==> config.mk <==
export PLATFORM = sky130hd
export DESIGN_NAME = mem_interconnect
export DESIGN_NICKNAME = d
export VERILOG_FILES = /design/src/bus_pkg.sv /design/src/mem_map_pkg.sv /design/src/device_router.sv /design/src/load_align.sv /design/src/host_cmd.sv /design/src/boot_loader.sv /design/src/mem_interconnect.sv
export SDC_FILE = /design/constraint.sdc
export NUM_CORES = 1
export LEC_CHECK = 0
export ABC_AREA = 1
export BUFFER_PORTS_ARGS = -buffer_cell sky130_fd_sc_hd__buf_2
export CORE_AREA = 2 2 199 201
export CTS_CLUSTER_DIAMETER = 50
export DETAILED_ROUTE_END_ITERATION = 10
export DIE_AREA = 0 0 201 203
export MAX_ROUTING_LAYER = met4
export PLACE_DENSITY = 0.7
export SYNTH_ARGS = -nofsm -noshare
export SYNTH_HDL_FRONTEND = slang
export SYNTH_SLANG_ARGS = --single-unit
==> constraint.sdc <==
create_clock -name CLK -period 2.4 [get_ports CLK]
set_clock_uncertainty 0.15 [all_clocks]
set_input_delay 0.24 -clock CLK [delete_from_list [all_inputs] [get_ports CLK]]
set_output_delay 0.24 -clock CLK [all_outputs]
set_load 0.02 [all_outputs]
==> src/bus_pkg.sv <==
// Access description shared by all units: bus widths, funct3 load/store codes, host commands
package bus_pkg;

    localparam int ADDR_W = 32;
    localparam int DATA_W = 32;
    localparam int LINE_W = 128;

    // RISC-V funct3, bit 2 marks unsigned, bits 1..0 the size
    localparam logic [2:0] F3_LB  = 3'b000;
    localparam logic [2:0] F3_LH  = 3'b001;
    localparam logic [2:0] F3_LW  = 3'b010;
    localparam logic [2:0] F3_LBU = 3'b100;
    localparam logic [2:0] F3_LHU = 3'b101;
    localparam logic [2:0] F3_SW  = 3'b010;

    // Upper half of the host command word
    localparam logic [15:0] CMD_PRINT_CHAR = 16'h0101;
    localparam logic [15:0] CMD_POWER_OFF  = 16'h0200;

endpackage

==> src/mem_map_pkg.sv <==
// Physical address map of the SoC data side; imported by the router, the top and the testbench
package mem_map_pkg;

    // Target chosen for the read return path
    typedef enum logic [2:0] {
        DEV_DRAM  = 3'd0,
        DEV_PLIC  = 3'd1,
        DEV_CLINT = 3'd2,
        DEV_FB    = 3'd3,
        DEV_NONE  = 3'd4
    } dev_sel_t;

    // Codes of address bits 31..28
    localparam logic [3:0] DEV_CODE_DRAM_LO = 4'd0;
    localparam logic [3:0] DEV_CODE_DRAM_HI = 4'd8;
    localparam logic [3:0] DEV_CODE_VIRTIO  = 4'd4;
    localparam logic [3:0] DEV_CODE_PLIC    = 4'd5;
    localparam logic [3:0] DEV_CODE_CLINT   = 4'd6;

    // Slot of the framebuffer in address bits 27..24 of the device region
    localparam logic [3:0] VIRT_FB = 4'd5;

    // Host command register sits in the otherwise unused slot 0
    localparam logic [31:0] TOHOST_ADDR = 32'h4000_0000;

    // DRAM sees only bits 26..0
    localparam logic [31:0] DRAM_OFFSET_MASK = 32'h07FF_FFFF;

endpackage

==> src/device_router.sv <==
// Decodes a processor data access into device strobes and returns read data one cycle later
`timescale 1ns/1ps

module device_router
    import bus_pkg::*;
    import mem_map_pkg::*;
(
    input  logic              CLK,
    input  logic              arst_n,
    input  logic              init_done,
    input  logic [ADDR_W-1:0] data_addr,
    input  logic              data_we,
    input  logic              data_re,
    input  logic [DATA_W-1:0] plic_rdata,
    input  logic [DATA_W-1:0] clint_rdata,
    input  logic [DATA_W-1:0] fb_rdata,
    input  logic [DATA_W-1:0] dram_word,
    output logic              cpu_dram_we,
    output logic              cpu_dram_re,
    output logic              plic_we,
    output logic              plic_re,
    output logic              clint_we,
    output logic              fb_we,
    output logic              tohost_we,
    output logic [DATA_W-1:0] data_rdata
);

    logic [3:0] dev;
    logic [3:0] virt;
    logic       is_dram;
    logic       is_plic;
    logic       is_clint;
    logic       is_fb;
    logic       is_tohost;
    dev_sel_t   sel_d;
    dev_sel_t   sel_q;

    assign dev  = data_addr[31:28];
    assign virt = data_addr[27:24];

    // Low and high DRAM windows alias onto the same memory
    assign is_dram   = (dev == DEV_CODE_DRAM_LO) || (dev == DEV_CODE_DRAM_HI);
    assign is_plic   = (dev == DEV_CODE_PLIC);
    assign is_clint  = (dev == DEV_CODE_CLINT);
    assign is_fb     = (dev == DEV_CODE_VIRTIO) && (virt == VIRT_FB);
    assign is_tohost = (data_addr == TOHOST_ADDR);

    assign cpu_dram_we = init_done && data_we && is_dram;
    assign cpu_dram_re = init_done && data_re && is_dram;
    assign plic_we     = init_done && data_we && is_plic;
    assign plic_re     = init_done && data_re && is_plic;
    assign clint_we    = init_done && data_we && is_clint;
    assign fb_we       = init_done && data_we && is_fb;
    assign tohost_we   = init_done && data_we && is_tohost;

    always_comb begin
        if (is_dram) begin
            sel_d = DEV_DRAM;
        end else if (is_plic) begin
            sel_d = DEV_PLIC;
        end else if (is_clint) begin
            sel_d = DEV_CLINT;
        end else if (is_fb) begin
            sel_d = DEV_FB;
        end else begin
            sel_d = DEV_NONE;
        end
    end

    // Select follows the most recent read
    always_ff @(posedge CLK or negedge arst_n) begin
        if (!arst_n) begin
            sel_q <= DEV_NONE;
        end else if (data_re) begin
            sel_q <= sel_d;
        end
    end

    always_comb begin
        case (sel_q)
            DEV_DRAM:  data_rdata = dram_word;
            DEV_PLIC:  data_rdata = plic_rdata;
            DEV_CLINT: data_rdata = clint_rdata;
            DEV_FB:    data_rdata = fb_rdata;
            default:   data_rdata = '0;
        endcase
    end

endmodule

==> src/load_align.sv <==
// Picks the load word out of the 128-bit DRAM line and applies byte/halfword extension
`timescale 1ns/1ps

module load_align
    import bus_pkg::*;
(
    input  logic              CLK,
    input  logic              arst_n,
    input  logic              capture,
    input  logic [3:0]        byte_offset,
    input  logic [2:0]        ctrl,
    input  logic [LINE_W-1:0] dram_rdata128,
    output logic [DATA_W-1:0] dram_word
);

    logic [3:0]        offset_q;
    logic [2:0]        ctrl_q;
    logic [LINE_W-1:0] shifted;
    logic [DATA_W-1:0] raw;
    logic              sign_en;

    // Offset and width of the last DRAM access
    always_ff @(posedge CLK or negedge arst_n) begin
        if (!arst_n) begin
            offset_q <= '0;
            ctrl_q   <= '0;
        end else if (capture) begin
            offset_q <= byte_offset;
            ctrl_q   <= ctrl;
        end
    end

    assign shifted = dram_rdata128 >> {offset_q, 3'b000};
    assign raw     = shifted[DATA_W-1:0];
    assign sign_en = !ctrl_q[2];

    always_comb begin
        case (ctrl_q[1:0])
            2'b00:   dram_word = {{24{raw[7] & sign_en}}, raw[7:0]};
            2'b01:   dram_word = {{16{raw[15] & sign_en}}, raw[15:0]};
            default: dram_word = raw;
        endcase
    end

endmodule

==> src/host_cmd.sv <==
// Host command register; turns print commands into a UART byte strobe and latches power-off
`timescale 1ns/1ps

module host_cmd
    import bus_pkg::*;
(
    input  logic              CLK,
    input  logic              arst_n,
    input  logic              tohost_we,
    input  logic [DATA_W-1:0] wdata,
    output logic              uart_we,
    output logic [7:0]        uart_data,
    output logic              finish
);

    logic [DATA_W-1:0] tohost_q;
    logic              is_print;
    logic              is_power_off;

    assign is_print     = (tohost_q[31:16] == CMD_PRINT_CHAR);
    assign is_power_off = (tohost_q[31:16] == CMD_POWER_OFF);

    always_ff @(posedge CLK or negedge arst_n) begin
        if (!arst_n) begin
            tohost_q <= '0;
            uart_we  <= 1'b0;
            finish   <= 1'b0;
        end else begin
            uart_we <= is_print;
            // A print is consumed once emitted
            if (tohost_we) begin
                tohost_q <= wdata;
            end else if (is_print) begin
                tohost_q <= '0;
            end
            if (is_power_off) begin
                finish <= 1'b1;
            end
        end
    end

    // Character byte, only meaningful with uart_we
    always_ff @(posedge CLK) begin
        if (is_print) begin
            uart_data <= tohost_q[7:0];
        end
    end

endmodule

==> src/boot_loader.sv <==
// Boot sequencer; writes the boot image then the device tree into DRAM and sums every word
`timescale 1ns/1ps

module boot_loader
    import bus_pkg::*;
#(
    parameter int              BBL_WORDS = 1024,
    parameter int              DTB_WORDS = 256,
    parameter logic [ADDR_W-1:0] DTB_BASE  = 32'h0010_0000
) (
    input  logic              CLK,
    input  logic              arst_n,
    input  logic              loader_we,
    input  logic [DATA_W-1:0] loader_data,
    output logic              load_we,
    output logic [ADDR_W-1:0] load_addr,
    output logic              init_done,
    output logic [DATA_W-1:0] checksum
);

    localparam int BBL_CW = $clog2(BBL_WORDS + 1);
    localparam int DTB_CW = $clog2(DTB_WORDS + 1);

    typedef enum logic [1:0] {
        ST_BBL  = 2'd0,
        ST_DTB  = 2'd1,
        ST_DONE = 2'd2
    } load_state_t;

    load_state_t       state;
    logic [BBL_CW-1:0] bbl_cnt;
    logic [DTB_CW-1:0] dtb_cnt;

    assign load_we   = loader_we && (state != ST_DONE);
    assign init_done = (state == ST_DONE);

    always_ff @(posedge CLK or negedge arst_n) begin
        if (!arst_n) begin
            state     <= ST_BBL;
            bbl_cnt   <= '0;
            dtb_cnt   <= '0;
            load_addr <= '0;
            checksum  <= '0;
        end else if (load_we) begin
            checksum <= checksum + loader_data;
            if (state == ST_BBL) begin
                // Last image word moves the pointer to the device tree
                if (bbl_cnt == BBL_CW'(BBL_WORDS - 1)) begin
                    state     <= ST_DTB;
                    load_addr <= DTB_BASE;
                end else begin
                    bbl_cnt   <= bbl_cnt + 1'b1;
                    load_addr <= load_addr + 32'd4;
                end
            end else begin
                if (dtb_cnt == DTB_CW'(DTB_WORDS - 1)) begin
                    state <= ST_DONE;
                end else begin
                    dtb_cnt   <= dtb_cnt + 1'b1;
                    load_addr <= load_addr + 32'd4;
                end
            end
        end
    end

endmodule

==> src/mem_interconnect.sv <==
// Data-side memory interconnect top; arbitrates DRAM between boot loader and processor
`timescale 1ns/1ps

module mem_interconnect
    import bus_pkg::*;
    import mem_map_pkg::*;
#(
    parameter int                BBL_WORDS = 1024,
    parameter int                DTB_WORDS = 256,
    parameter logic [ADDR_W-1:0] DTB_BASE  = 32'h0010_0000
) (
    input  logic              CLK,
    input  logic              arst_n,
    // Processor data port
    input  logic [ADDR_W-1:0] data_addr,
    input  logic [DATA_W-1:0] data_wdata,
    input  logic              data_we,
    input  logic              data_re,
    input  logic [2:0]        data_ctrl,
    output logic [DATA_W-1:0] data_rdata,
    output logic              proc_busy,
    // DRAM
    input  logic              dram_busy,
    output logic              dram_wr_en,
    output logic              dram_rd_en,
    output logic [ADDR_W-1:0] dram_addr,
    output logic [DATA_W-1:0] dram_wdata,
    output logic [2:0]        dram_ctrl,
    input  logic [LINE_W-1:0] dram_rdata128,
    // Devices
    output logic              plic_we,
    output logic              plic_re,
    output logic              clint_we,
    output logic              fb_we,
    output logic [DATA_W-1:0] dev_wdata,
    input  logic [DATA_W-1:0] plic_rdata,
    input  logic [DATA_W-1:0] clint_rdata,
    input  logic [DATA_W-1:0] fb_rdata,
    // Loader
    input  logic              loader_we,
    input  logic [DATA_W-1:0] loader_data,
    output logic              init_done,
    output logic [DATA_W-1:0] checksum,
    // Host
    output logic              uart_we,
    output logic [7:0]        uart_data,
    output logic              finish
);

    logic              cpu_dram_we;
    logic              cpu_dram_re;
    logic              tohost_we;
    logic              load_we;
    logic [ADDR_W-1:0] load_addr;
    logic [DATA_W-1:0] dram_word;

    assign proc_busy = !init_done || dram_busy;
    assign dev_wdata = data_wdata;

    // Loader owns DRAM until init_done
    assign dram_wr_en = load_we || (cpu_dram_we && !dram_busy);
    assign dram_rd_en = cpu_dram_re && !dram_busy;
    assign dram_addr  = init_done ? (data_addr & DRAM_OFFSET_MASK) : load_addr;
    assign dram_wdata = init_done ? data_wdata : loader_data;
    assign dram_ctrl  = init_done ? data_ctrl : F3_SW;

    device_router u_router (
        .CLK         (CLK),
        .arst_n      (arst_n),
        .init_done   (init_done),
        .data_addr   (data_addr),
        .data_we     (data_we),
        .data_re     (data_re),
        .plic_rdata  (plic_rdata),
        .clint_rdata (clint_rdata),
        .fb_rdata    (fb_rdata),
        .dram_word   (dram_word),
        .cpu_dram_we (cpu_dram_we),
        .cpu_dram_re (cpu_dram_re),
        .plic_we     (plic_we),
        .plic_re     (plic_re),
        .clint_we    (clint_we),
        .fb_we       (fb_we),
        .tohost_we   (tohost_we),
        .data_rdata  (data_rdata)
    );

    load_align u_align (
        .CLK           (CLK),
        .arst_n        (arst_n),
        .capture       (dram_wr_en || dram_rd_en),
        .byte_offset   (dram_addr[3:0]),
        .ctrl          (dram_ctrl),
        .dram_rdata128 (dram_rdata128),
        .dram_word     (dram_word)
    );

    host_cmd u_host (
        .CLK       (CLK),
        .arst_n    (arst_n),
        .tohost_we (tohost_we),
        .wdata     (data_wdata),
        .uart_we   (uart_we),
        .uart_data (uart_data),
        .finish    (finish)
    );

    boot_loader #(
        .BBL_WORDS (BBL_WORDS),
        .DTB_WORDS (DTB_WORDS),
        .DTB_BASE  (DTB_BASE)
    ) u_loader (
        .CLK         (CLK),
        .arst_n      (arst_n),
        .loader_we   (loader_we),
        .loader_data (loader_data),
        .load_we     (load_we),
        .load_addr   (load_addr),
        .init_done   (init_done),
        .checksum    (checksum)
    );

endmodule

## Yosys cells after proc, flatten, opt, wreduce, memory -nomap -nowiden

Index checks and enable logic that the tools add are counted.

- $add $sub $neg: 4
- Equal/unequal tests: 18
- Shifts and indexed selects: 1
- Mux-type cells: 17
- Bitwise logic cells: 5
- Reductions and logical operators: 30

Operator list:

| kind | number |
|---|---|
| 32-bit 2-to-1 mux | 7 |
| 32-bit one-hot mux with 4 select lines | 1 |
| 128-bit by 7-bit right shift with 32-bit output | 1 |
| 32-bit one-hot mux with 2 select lines | 1 |
| 32-bit by 3-bit adder with 32-bit output (second input constant) | 1 |
| 32-bit adder | 1 |
| 32-bit by 31-bit equality test with 1-bit output (second input constant) | 1 |
| 16-bit by 10-bit equality test with 1-bit output (second input constant) | 1 |
| 16-bit by 9-bit equality test with 1-bit output (second input constant) | 1 |
| 4-bit by 3-bit equality test with 1-bit output (second input constant) | 4 |
| 3-bit 2-to-1 mux | 5 |
| 1-bit logical AND | 13 |
| 11-bit by 1-bit adder with 11-bit output (second input constant) | 1 |
| 11-bit by 10-bit equality test with 1-bit output (second input constant) | 1 |
| 9-bit by 1-bit adder with 9-bit output (second input constant) | 1 |
| 9-bit by 8-bit equality test with 1-bit output (second input constant) | 1 |
| 3-bit AND reduction | 3 |
| 3-bit by 2-bit equality test with 1-bit output (second input constant) | 2 |
| 2-bit 2-to-1 mux | 3 |
| 4-bit equality test (second input constant) | 1 |
| 2-bit zero test | 2 |
| 4-bit zero test | 1 |
| 1-bit logical OR | 4 |
| 2-bit inequality test (second input constant) | 2 |
| other kinds (10) | 16 |

- Bits in registers: 138
- Input port bits: 329
- Output and inout port bits: 181
- Logic and storage cells: 87

## Depth between registers and ports, before layout

Gate-level depths: netlist of the first run.

- Depth in word-level cells: 6
- Depth in mapped cells: 13
- Depth with buffers taken out: 13

## Modules after synthesis

Synthesis of the first run repeated with hierarchy kept, for this count alone.

- Cells, all modules: 2566
- Area, all modules: 14740.4 sq um

By module, submodules not included:

| module | instances | cells each | area each (sq um) | seq. area each (sq um) |
|---|---|---|---|---|
| boot_loader | 1 | 1004 | 6427.4 | 2102.0 |
| load_align | 1 | 913 | 4235.3 | 175.2 |
| mem_interconnect | 1 | 247 | 1391.3 | 0.0 |
| host_cmd | 1 | 139 | 1347.5 | 890.9 |
| device_router | 1 | 263 | 1338.8 | 76.3 |

## Least setup slack after synthesis of the first run

Ideal clock, no wire load.

- Kind: register to register
- From: register u_loader.checksum[0]
- To: register u_loader.checksum[14]
- Setup time: 0.118 ns
- Arrival: 1.987 ns
- Slack: 0.145 ns
- Cell stages (with the launch flop): 12
- Path through: dfrtp_1 ha_1 fa_1 nand3_1 nand3_1 nand2_1 nand2_1 nand2_1 nand2_1 or2_2 nand3_1 nand2_1

- Cells in the longest elaborated chain, start to end: 1

Ends and longest elaborated chain:

| element | line | text |
|---|---|---|
| from (decl) | boot_loader.sv:18 | `output logic [DATA_W-1:0] checksum` |
| from (signal assigned) | boot_loader.sv:45 | `checksum <= checksum + loader_data;` |
| 32-bit adder | boot_loader.sv:45 |  |

Every way passes these cells.
A chain may end at the register's enable or synchronous reset.

## Worst setup path after layout of the first run

- From: register u_align.offset_q[0]
- To: output data_rdata[30]

- Cells in the longest elaborated chain, start to end: 4
- Elaborated cells between the ends (all ways): 5
- Those cells by class: shift (1); mux (2); bitwise (2)

Ends and longest elaborated chain:

| element | line | text |
|---|---|---|
| from (decl) | load_align.sv:16 | `logic [3:0] offset_q;` |
| from (signal assigned) | load_align.sv:28 | `offset_q <= byte_offset;` |
| 128-bit by 7-bit right shift with 32-bit output * | load_align.sv:33 | `assign shifted = dram_rdata128 >> {offset_q, 3'b000};` |
| 1-bit AND, on equally long branches | load_align.sv:40, load_align.sv:39 |  |
| 32-bit one-hot mux with 2 select lines * | load_align.sv:38 | `case (ctrl_q[1:0])` |
| 32-bit one-hot mux with 4 select lines * | device_router.sv:80 | `case (sel_q)` |
| to (decl) | mem_interconnect.sv:20 | `output logic [DATA_W-1:0] data_rdata,` |

Every way passes the cells marked *; elsewhere a longest branch is shown, timed or not.

==> summary.txt, run 1 <==
Status
  – Status: complete, but fails checks
  – Failing checks: setup timing

Setup path
  – CP Launch Type: flop
  – Setup crit end kind: output pin
  – Worst path bufs/invs: 3
  – Cell family with most CP delay: simple AND/OR/NAND/NOR gates
  – Crit-path max FO: 20
  – Most frequent CP cell: nand2_1
  – WP data required: 2.01 ns
  – Critical path's largest stage delay: 0.53 ns
  – WP data arrival: 2.47 ns
  – CP max stage cell: dfrtp_4
  – Cell Chain, Critical Path: buf_12, o21ai_0, nand2_1, nand3_1, nand3_1, nand3_1, nand2_1, inv_1, nand2_1, nand2_1, buf_2
  – Critical path type: flop to output pin

Detailed routing
  – Drt total wl: 66200 µm
  – Vias per cell: 5.23
  – DR vias: 18176
  – Post-route DRC: 0
  – Initial DRT Pass Iterations: 6
  – Post-route ant nets: 0
  – WL/cell: 19.0 µm
  – DRT iter0 DRCs: 1358

Clocking
  – H-tree levels: 4
  – Clock buffer depth: 2
  – Clock transition at path regs: 0.05 ns
  – Clk_lat worst skew: 0.44 ns
  – Num CTS Buffers: 17
  – Clock sinks: 128
  – Clock root buffer: clkbuf_16
  – TritonCTS clock tree: yes

Placement
  – Routability-driven placement congestion ratio: 1.03
  – DP Area: 0.0172 mm²
  – Post-DP HPWL: 52200 µm
  – Number of port buffers: 509
  – DP Worst Slack: 0.00127 ns

Layout
  – FF+latch area: 0.00325 mm²
  – Layout Nets: 3305
  – Filler instances: 4070
  – Multi-input combinational cell area: 0.00897 mm²
  – Area grow syn2layout: 36.4%
  – Post-layout util: 48.5%
  – Post-route cell area: 0.0187 mm²
  – Share of cells above drive strength 1: 26.1%

Timing
  – Final slew viol count: 0
  – F_max: 350 MHz
  – RSZ-0062 raised after global routing: true
  – Final setup TNS: -10.85 ns
  – Least-Margin Pin Slew: 0.603 ns
  – Final setup fails: 32
  – Final hold violation count: 0
  – Fin crit share: 119%
  – PnR worst setup slack: -0.457 ns
  – Final critical-path required period: 2.86 ns
  – Slew margin rel.: 59.8%

Power and ir drop
  – Peak VDD IR: 0.00100 V
  – Total chip power: 22.5 mW
  – Power Density: 1200 mW/mm²
  – Leakage: 10.4 nW

Logic synthesis
  – Syn_nets: 2759
  – Syn Inst Count: 2394
  – Ranking of synthesized cells by area: nand2_1 (26%), dfrtp_1 (22%), nand3_1 (8.4%)
  – Avg Inst Size Synth: 5.72 µm²
  – Share of the yosys chip area belonging to registers: 23.7%
  – Ys Warns: 0
  – Yosys top cell by area: nand2_1
  – Yosys cell types: 53
  – Synth Flop Type: dfrtp_1
  – Syn Std Cell Area: 0.0137 mm²
  – Seq cells post-synth: 128
  – Top cell type's share of synthesized area: 26.4%
  – Synth async-reset ratio: 93.8%
  – Number of synthesized flops with an enable pin: 8

Die
  – Core area: 0.0385 mm²
  – I/O pin total: 510
  – Die Width: 201 µm
  – Die Y-Extent: 203 µm
  – Placement row count: 72
  – Starting density of the core: 35.6%
  – DIE AREA: 0.0408 mm²

Global routing
  – First-pass GRT wire length: 97800 µm
  – Vias in the first global route: 17344
  – GRT Overall Usage: 31.8%
  – Gr ovfl total: 0
  – Initial antenna violation count: 3
  – Pin count of the biggest net entering global routing: 90

Min path
  – Worst Hold Class: input pin to flop

Flow run
  – Number of max-cap violations: 0
-- tightest hold or removal path, stage by stage --
cell and delay [ns]:
buf_2 0.10, inv_1 0.04, nor2_1 0.05, nand2_1 0.06, o21ai_0 0.07
-- where the power goes --
group	leakage, nW	switching [mW]	internal (mW)	total [mW]
registers	1.57	0.636	2.75	3.39
logic	8.52	10.8	5.71	16.5
clock network	0.285	0.990	1.63	2.62
-- synthesized netlist by cell type, drive strengths merged (3+ instances only) --
cell type	count
nand2	963
inv	254
nand3	231
nor2	185
o21ai	151
dfrtp	119
buf	97
a21oi	95
clkbuf	45
nor3	36
ha	35
o211ai	31
xor2	23
or2	19
a22oi	12
nand4	12
a22o	11
nor4	11
a221oi	9
o2111ai	9
edfxtp	8
nand3b	7
a31oi	6
xnor2	5
and3	3
-- path summary, 6_finish.rpt --
kind / slack, ns / end / depth (start not counted) / startpoint
setup reg to reg: 0.14 / u_loader.load_addr[28] / 11 / u_loader.dtb_cnt[1]
hold reg to reg: 0.30 / u_host.uart_data[6] / 0 / u_host.tohost_q[6]
max in group asynchronous: 1.17 / u_router.sel_q[2] / 3 / arst_n
hold / removal: 0.02 / u_align.ctrl_q[0] / 5 / data_ctrl[0]
min in group asynchronous: 0.17 / u_loader.checksum[21] / 2 / arst_n
setup / recovery: -0.46 / data_rdata[30] / 11 / u_align.offset_q[0]
-- placed cells by master, fill, tap and decap left out, drive strengths merged, types with 3 or more instances in the layout --
cell type    Yosys  routed
xnor2            5       5
o21ai          151     151
a22o            11      11
dlygate4sd3      0      30
o2111ai          9       9
nor3            36      36
clkinv           0       4
a221oi           9       9
a22oi           12      12
nand3b           7       7
inv            254     254
or2             19      19
nand2          963     963
nor4            11      11
buf             97     633
nand4           12      12
o211ai          31      31
clkinvlp         0       3
xor2            23      23
diode            0       3
ha              35      35
edfxtp           8       8
a31oi            6       6
nand3          231     232
clkbuf          45      28
nor2           185     185
dfrtp          119     119
and3             3       3
a21oi           95      95
-- logic make-up (layout without fill, tap and decap cells) --
| kind of cell | after synthesis | in the layout | synth area share, % |
|---|---|---|---|
| simple gates | 1470 | 1471 | 44.3 |
| buf+inv | 396 | 954 | 12.6 |
| compound gates | 334 | 334 | 14.1 |
| flops | 128 | 128 | 23.7 |
| fa+ha+maj | 36 | 36 | 3.34 |
| xor+xnor | 28 | 28 | 1.79 |
| mux | 2 | 2 | 0.155 |
| other cells | 0 | 3 | 0 |
-- area by class of cell --
cell class                      instances  area share (%)
Tap cell                              518            3.47
Clock inverter                          9           0.570
Sequential cell                       128            17.4
Antenna cell                            3          0.0402
Inverter                              254            5.13
Multi-Input combinational cell       1871            48.1
Clock buffer                           23            2.61
Timing Repair Buffer                  668            22.7
-- sequential cells by signal (all words and copies together) (netlist names) --
register and count:
u_host.tohost_q 24, u_align.offset_q 4, u_host.uart_we 1, u_loader.dtb_cnt 9
u_router.sel_q 3, u_loader.checksum 32, u_loader.bbl_cnt 11, u_host.uart_data 8
u_align.ctrl_q 3, u_host.finish 1, u_loader.load_addr 30, u_loader.state 2
-- routing by layer --
layer	global-route usage, %	wire [µm]
met1	39.0	27300
met2	53.3	31600
met3	4.40	4840
met4	11.9	2430
met5	-	0
-- what timing repair did --
item,CTS,global route
setup endpoints to repair,34,72
resized for setup,27,98
setup buffers,3,5
gates cloned,2,5
hold buffers,30,0
hold endpoints to repair,65,0
pin swaps,0,17
-- per-stage QoR --
step | hold slack (ns) | std cells
after global placement | 0.121 | 3394
after detailed placement | 0.118 | 3394
after CTS | 0.00535 | 3461
after global routing | 0.0316 | 3474
final | 0.0200 | 3474
after floorplan | -0.206 | 2394
Power figures use the tool's default switching activity.
==> run 2: changes to the inputs <==
CORE_AREA = 2 2 198 200   (was 2 2 199 201)
CTS_BUF_LIST = sky130_fd_sc_hd__clkbuf_8 sky130_fd_sc_hd__clkbuf_16   (was not set)
DIE_AREA = 0 0 200 202   (was 0 0 201 203)
PLACE_DENSITY = 0.73   (was 0.7)
clock period = 2.39 ns   (was 2.4 ns; I/O delays follow)
==> run 2 against run 1 <==
  * The flow still finishes with violations (setup timing)
  * Critical path depth increased by 2
  * Clock-buffer cell count decreased by 6
  * Final cell count increased by 0.29%
  * Total power increased by 8.4%
  * First-iteration DRC count increased by 19%
  * Sequential power about the same
  * Worst hold slack got worse by 0.011 ns
  * Critical path type unchanged
  * Largest power group unchanged
  * Highest routed layer unchanged
==> summary.txt, run 2 (synthesized netlist as in run 1, its figures left out) <==
Status
  – Status: complete, but fails checks
  – Failing checks: setup timing

Global routing
  – Gr ovfl total: 0
  – Vias in the first global route: 16902
  – First-pass GRT wire length: 93900 µm
  – Initial antenna violation count: 4
  – Pin count of the biggest net entering global routing: 61
  – GRT Overall Usage: 31.2%

Timing
  – Final hold violation count: 0
  – Slew margin rel.: 53.7%
  – Fin crit share: 122%
  – Hold_ws: 0.00927 ns
  – RSZ-0062 raised after global routing: true
  – Least-Margin Pin Slew: 0.695 ns
  – Final setup fails: 32
  – Final critical-path required period: 2.91 ns
  – Final slew viol count: 0
  – PnR worst setup slack: -0.518 ns
  – F_max: 344 MHz
  – Final setup TNS: -13.26 ns

Power and ir drop
  – Power Density: 1240 mW/mm²
  – Total chip power: 24.4 mW
  – Peak VDD IR: 0.00171 V
  – Leakage: 10.7 nW

Layout
  – Area grow syn2layout: 43.6%
  – Most flop-heavy register: u_loader.checksum
  – Post-route cell area: 0.0197 mm²
  – Layout Nets: 3312
  – Max reg flops: 32
  – Share of cells above drive strength 1: 30.6%
  – Commonest non-fill, non-tap cells in the layout: nand2_1 (893), buf_2 (476), inv_1 (239), nand3_1 (184), nor2_1 (161)
  – Commonest non-fill, non-tap cell in the layout: nand2_1
  – Top flop regs: u_loader.checksum (32), u_loader.load_addr (30), u_host.tohost_q (24)

Detailed routing
  – WL/cell: 18.5 µm
  – Post-route DRC: 0
  – Post-route ant nets: 0
  – Initial DRT Pass Iterations: 6
  – DR vias: 18251
  – Vias per cell: 5.24
  – Drt total wl: 64300 µm
  – DRT iter0 DRCs: 1618

Clocking
  – Num CTS Buffers: 17
  – Clk_lat worst skew: 0.43 ns
  – TritonCTS clock tree: yes
  – Clock buffer depth: 2
  – Clock sinks: 128
  – Clock root buffer: clkbuf_16
  – H-tree levels: 4
  – Clock transition at path regs: 0.06 ns

Setup path
  – Setup crit end kind: output pin
  – WP data arrival: 2.52 ns
  – Crit-path max FO: 6
  – CP Launch Type: flop
  – Cell family with most CP delay: buffers and inverters
  – Critical path type: flop to output pin
  – WP data required: 2.00 ns
  – Critical path's largest stage delay: 0.46 ns
  – Cell Chain, Critical Path: buf_8, clkinv_8, clkbuf_16, buf_8, nand2_4, nand2_2, o211ai_1, nand3_2, nand3_2, nand2_2, nand2_2, nand3_2, buf_6
  – CP max stage cell: dfrtp_4
  – Worst path bufs/invs: 5

Placement
  – Number of port buffers: 509
  – DP Area: 0.0172 mm²
  – DP Worst Slack: -0.0449 ns
  – Routability-driven placement congestion ratio: 0.988
  – Post-DP HPWL: 49900 µm

Die
  – Die Y-Extent: 202 µm
  – Placement row count: 72
  – Die Width: 200 µm
  – Starting density of the core: 35.8%
  – I/O pin total: 510
  – Core area: 0.0383 mm²
  – DIE AREA: 0.0404 mm²

Min path
  – Worst Hold Class: input pin to flop

Flow run
  – Number of max-cap violations: 0
-- run 2: cell type report --
| class | instances | area (µm²) |
|---|---|---|
| clock inverters | 15 | 183 |
| flip-flops and latches | 128 | 3250 |
| multi-input cells | 1870 | 9530 |
| repair buffers | 676 | 4640 |
| inverters | 254 | 972 |
| fillers | 3935 | 18600 |
| well taps | 518 | 648 |
| clock buffers | 17 | 425 |
| diodes | 6 | 15.0 |
-- run 2: timing repair --
item                                   in CTS  in global routing
hold buffers                               27                  0
gates cloned                                6                  9
pin swaps                                  27                 70
endpoints found under the hold margin      61                  0
gates resized for setup                   154                231
setup endpoints to repair                  33                 58
buffers inserted                            5                  7
-- run 2: routing by layer --
layer  vias up  part of all wire [%]  global-route usage [%]
met5         -                     0                       -
met1      8337                    40                    38.2
met3       159                   8.7                    5.36
met4         0                   4.5                    13.9
met2       960                    47                    50.4
li1       8795                     -                       -
-- run 2: worst reg2reg max path, cell delays in order (launching register included) --
cell and delay, ns:
dfrtp_1 0.39, ha_1 0.21, nand2_1 0.08, nor3_2 0.05, and3_1 0.15, ha_1 0.20, nand2_1 0.11, nand2_4 0.10
nor2_4 0.16, nand4_1 0.15, o21ai_0 0.27, a21boi_1 0.11
-- run 2: worst paths after layout --
path / start / to / slack (ns) / cells after the start
max: u_align.offset_q[0] / data_rdata[9] / -0.52 / 13
min: data_ctrl[1] / u_align.ctrl_q[1] / 0.009 / 4
max reg2reg: u_loader.dtb_cnt[0] / u_loader.load_addr[19] / 0.13 / 11
min reg2reg: u_host.tohost_q[3] / u_host.uart_data[3] / 0.30 / 0
max in group asynchronous: arst_n / u_router.sel_q[2] / 1.26 / 3
min in group asynchronous: arst_n / u_loader.checksum[10] / 0.19 / 2
-- run 2: power breakdown --
group | switching [mW] | internal, mW
sequential | 0.603 | 2.76
combinational | 11.6 | 6.70
clock | 1.08 | 1.65
total | 13.3 | 11.1
-- run 2: through the flow --
stage,std cells,util (%)
after floorplan,2394,-
after CTS,3464,48.8
after detailed placement,3395,44.9
final,3484,51.3
after global routing,3482,51.3
after global placement,3395,44.9
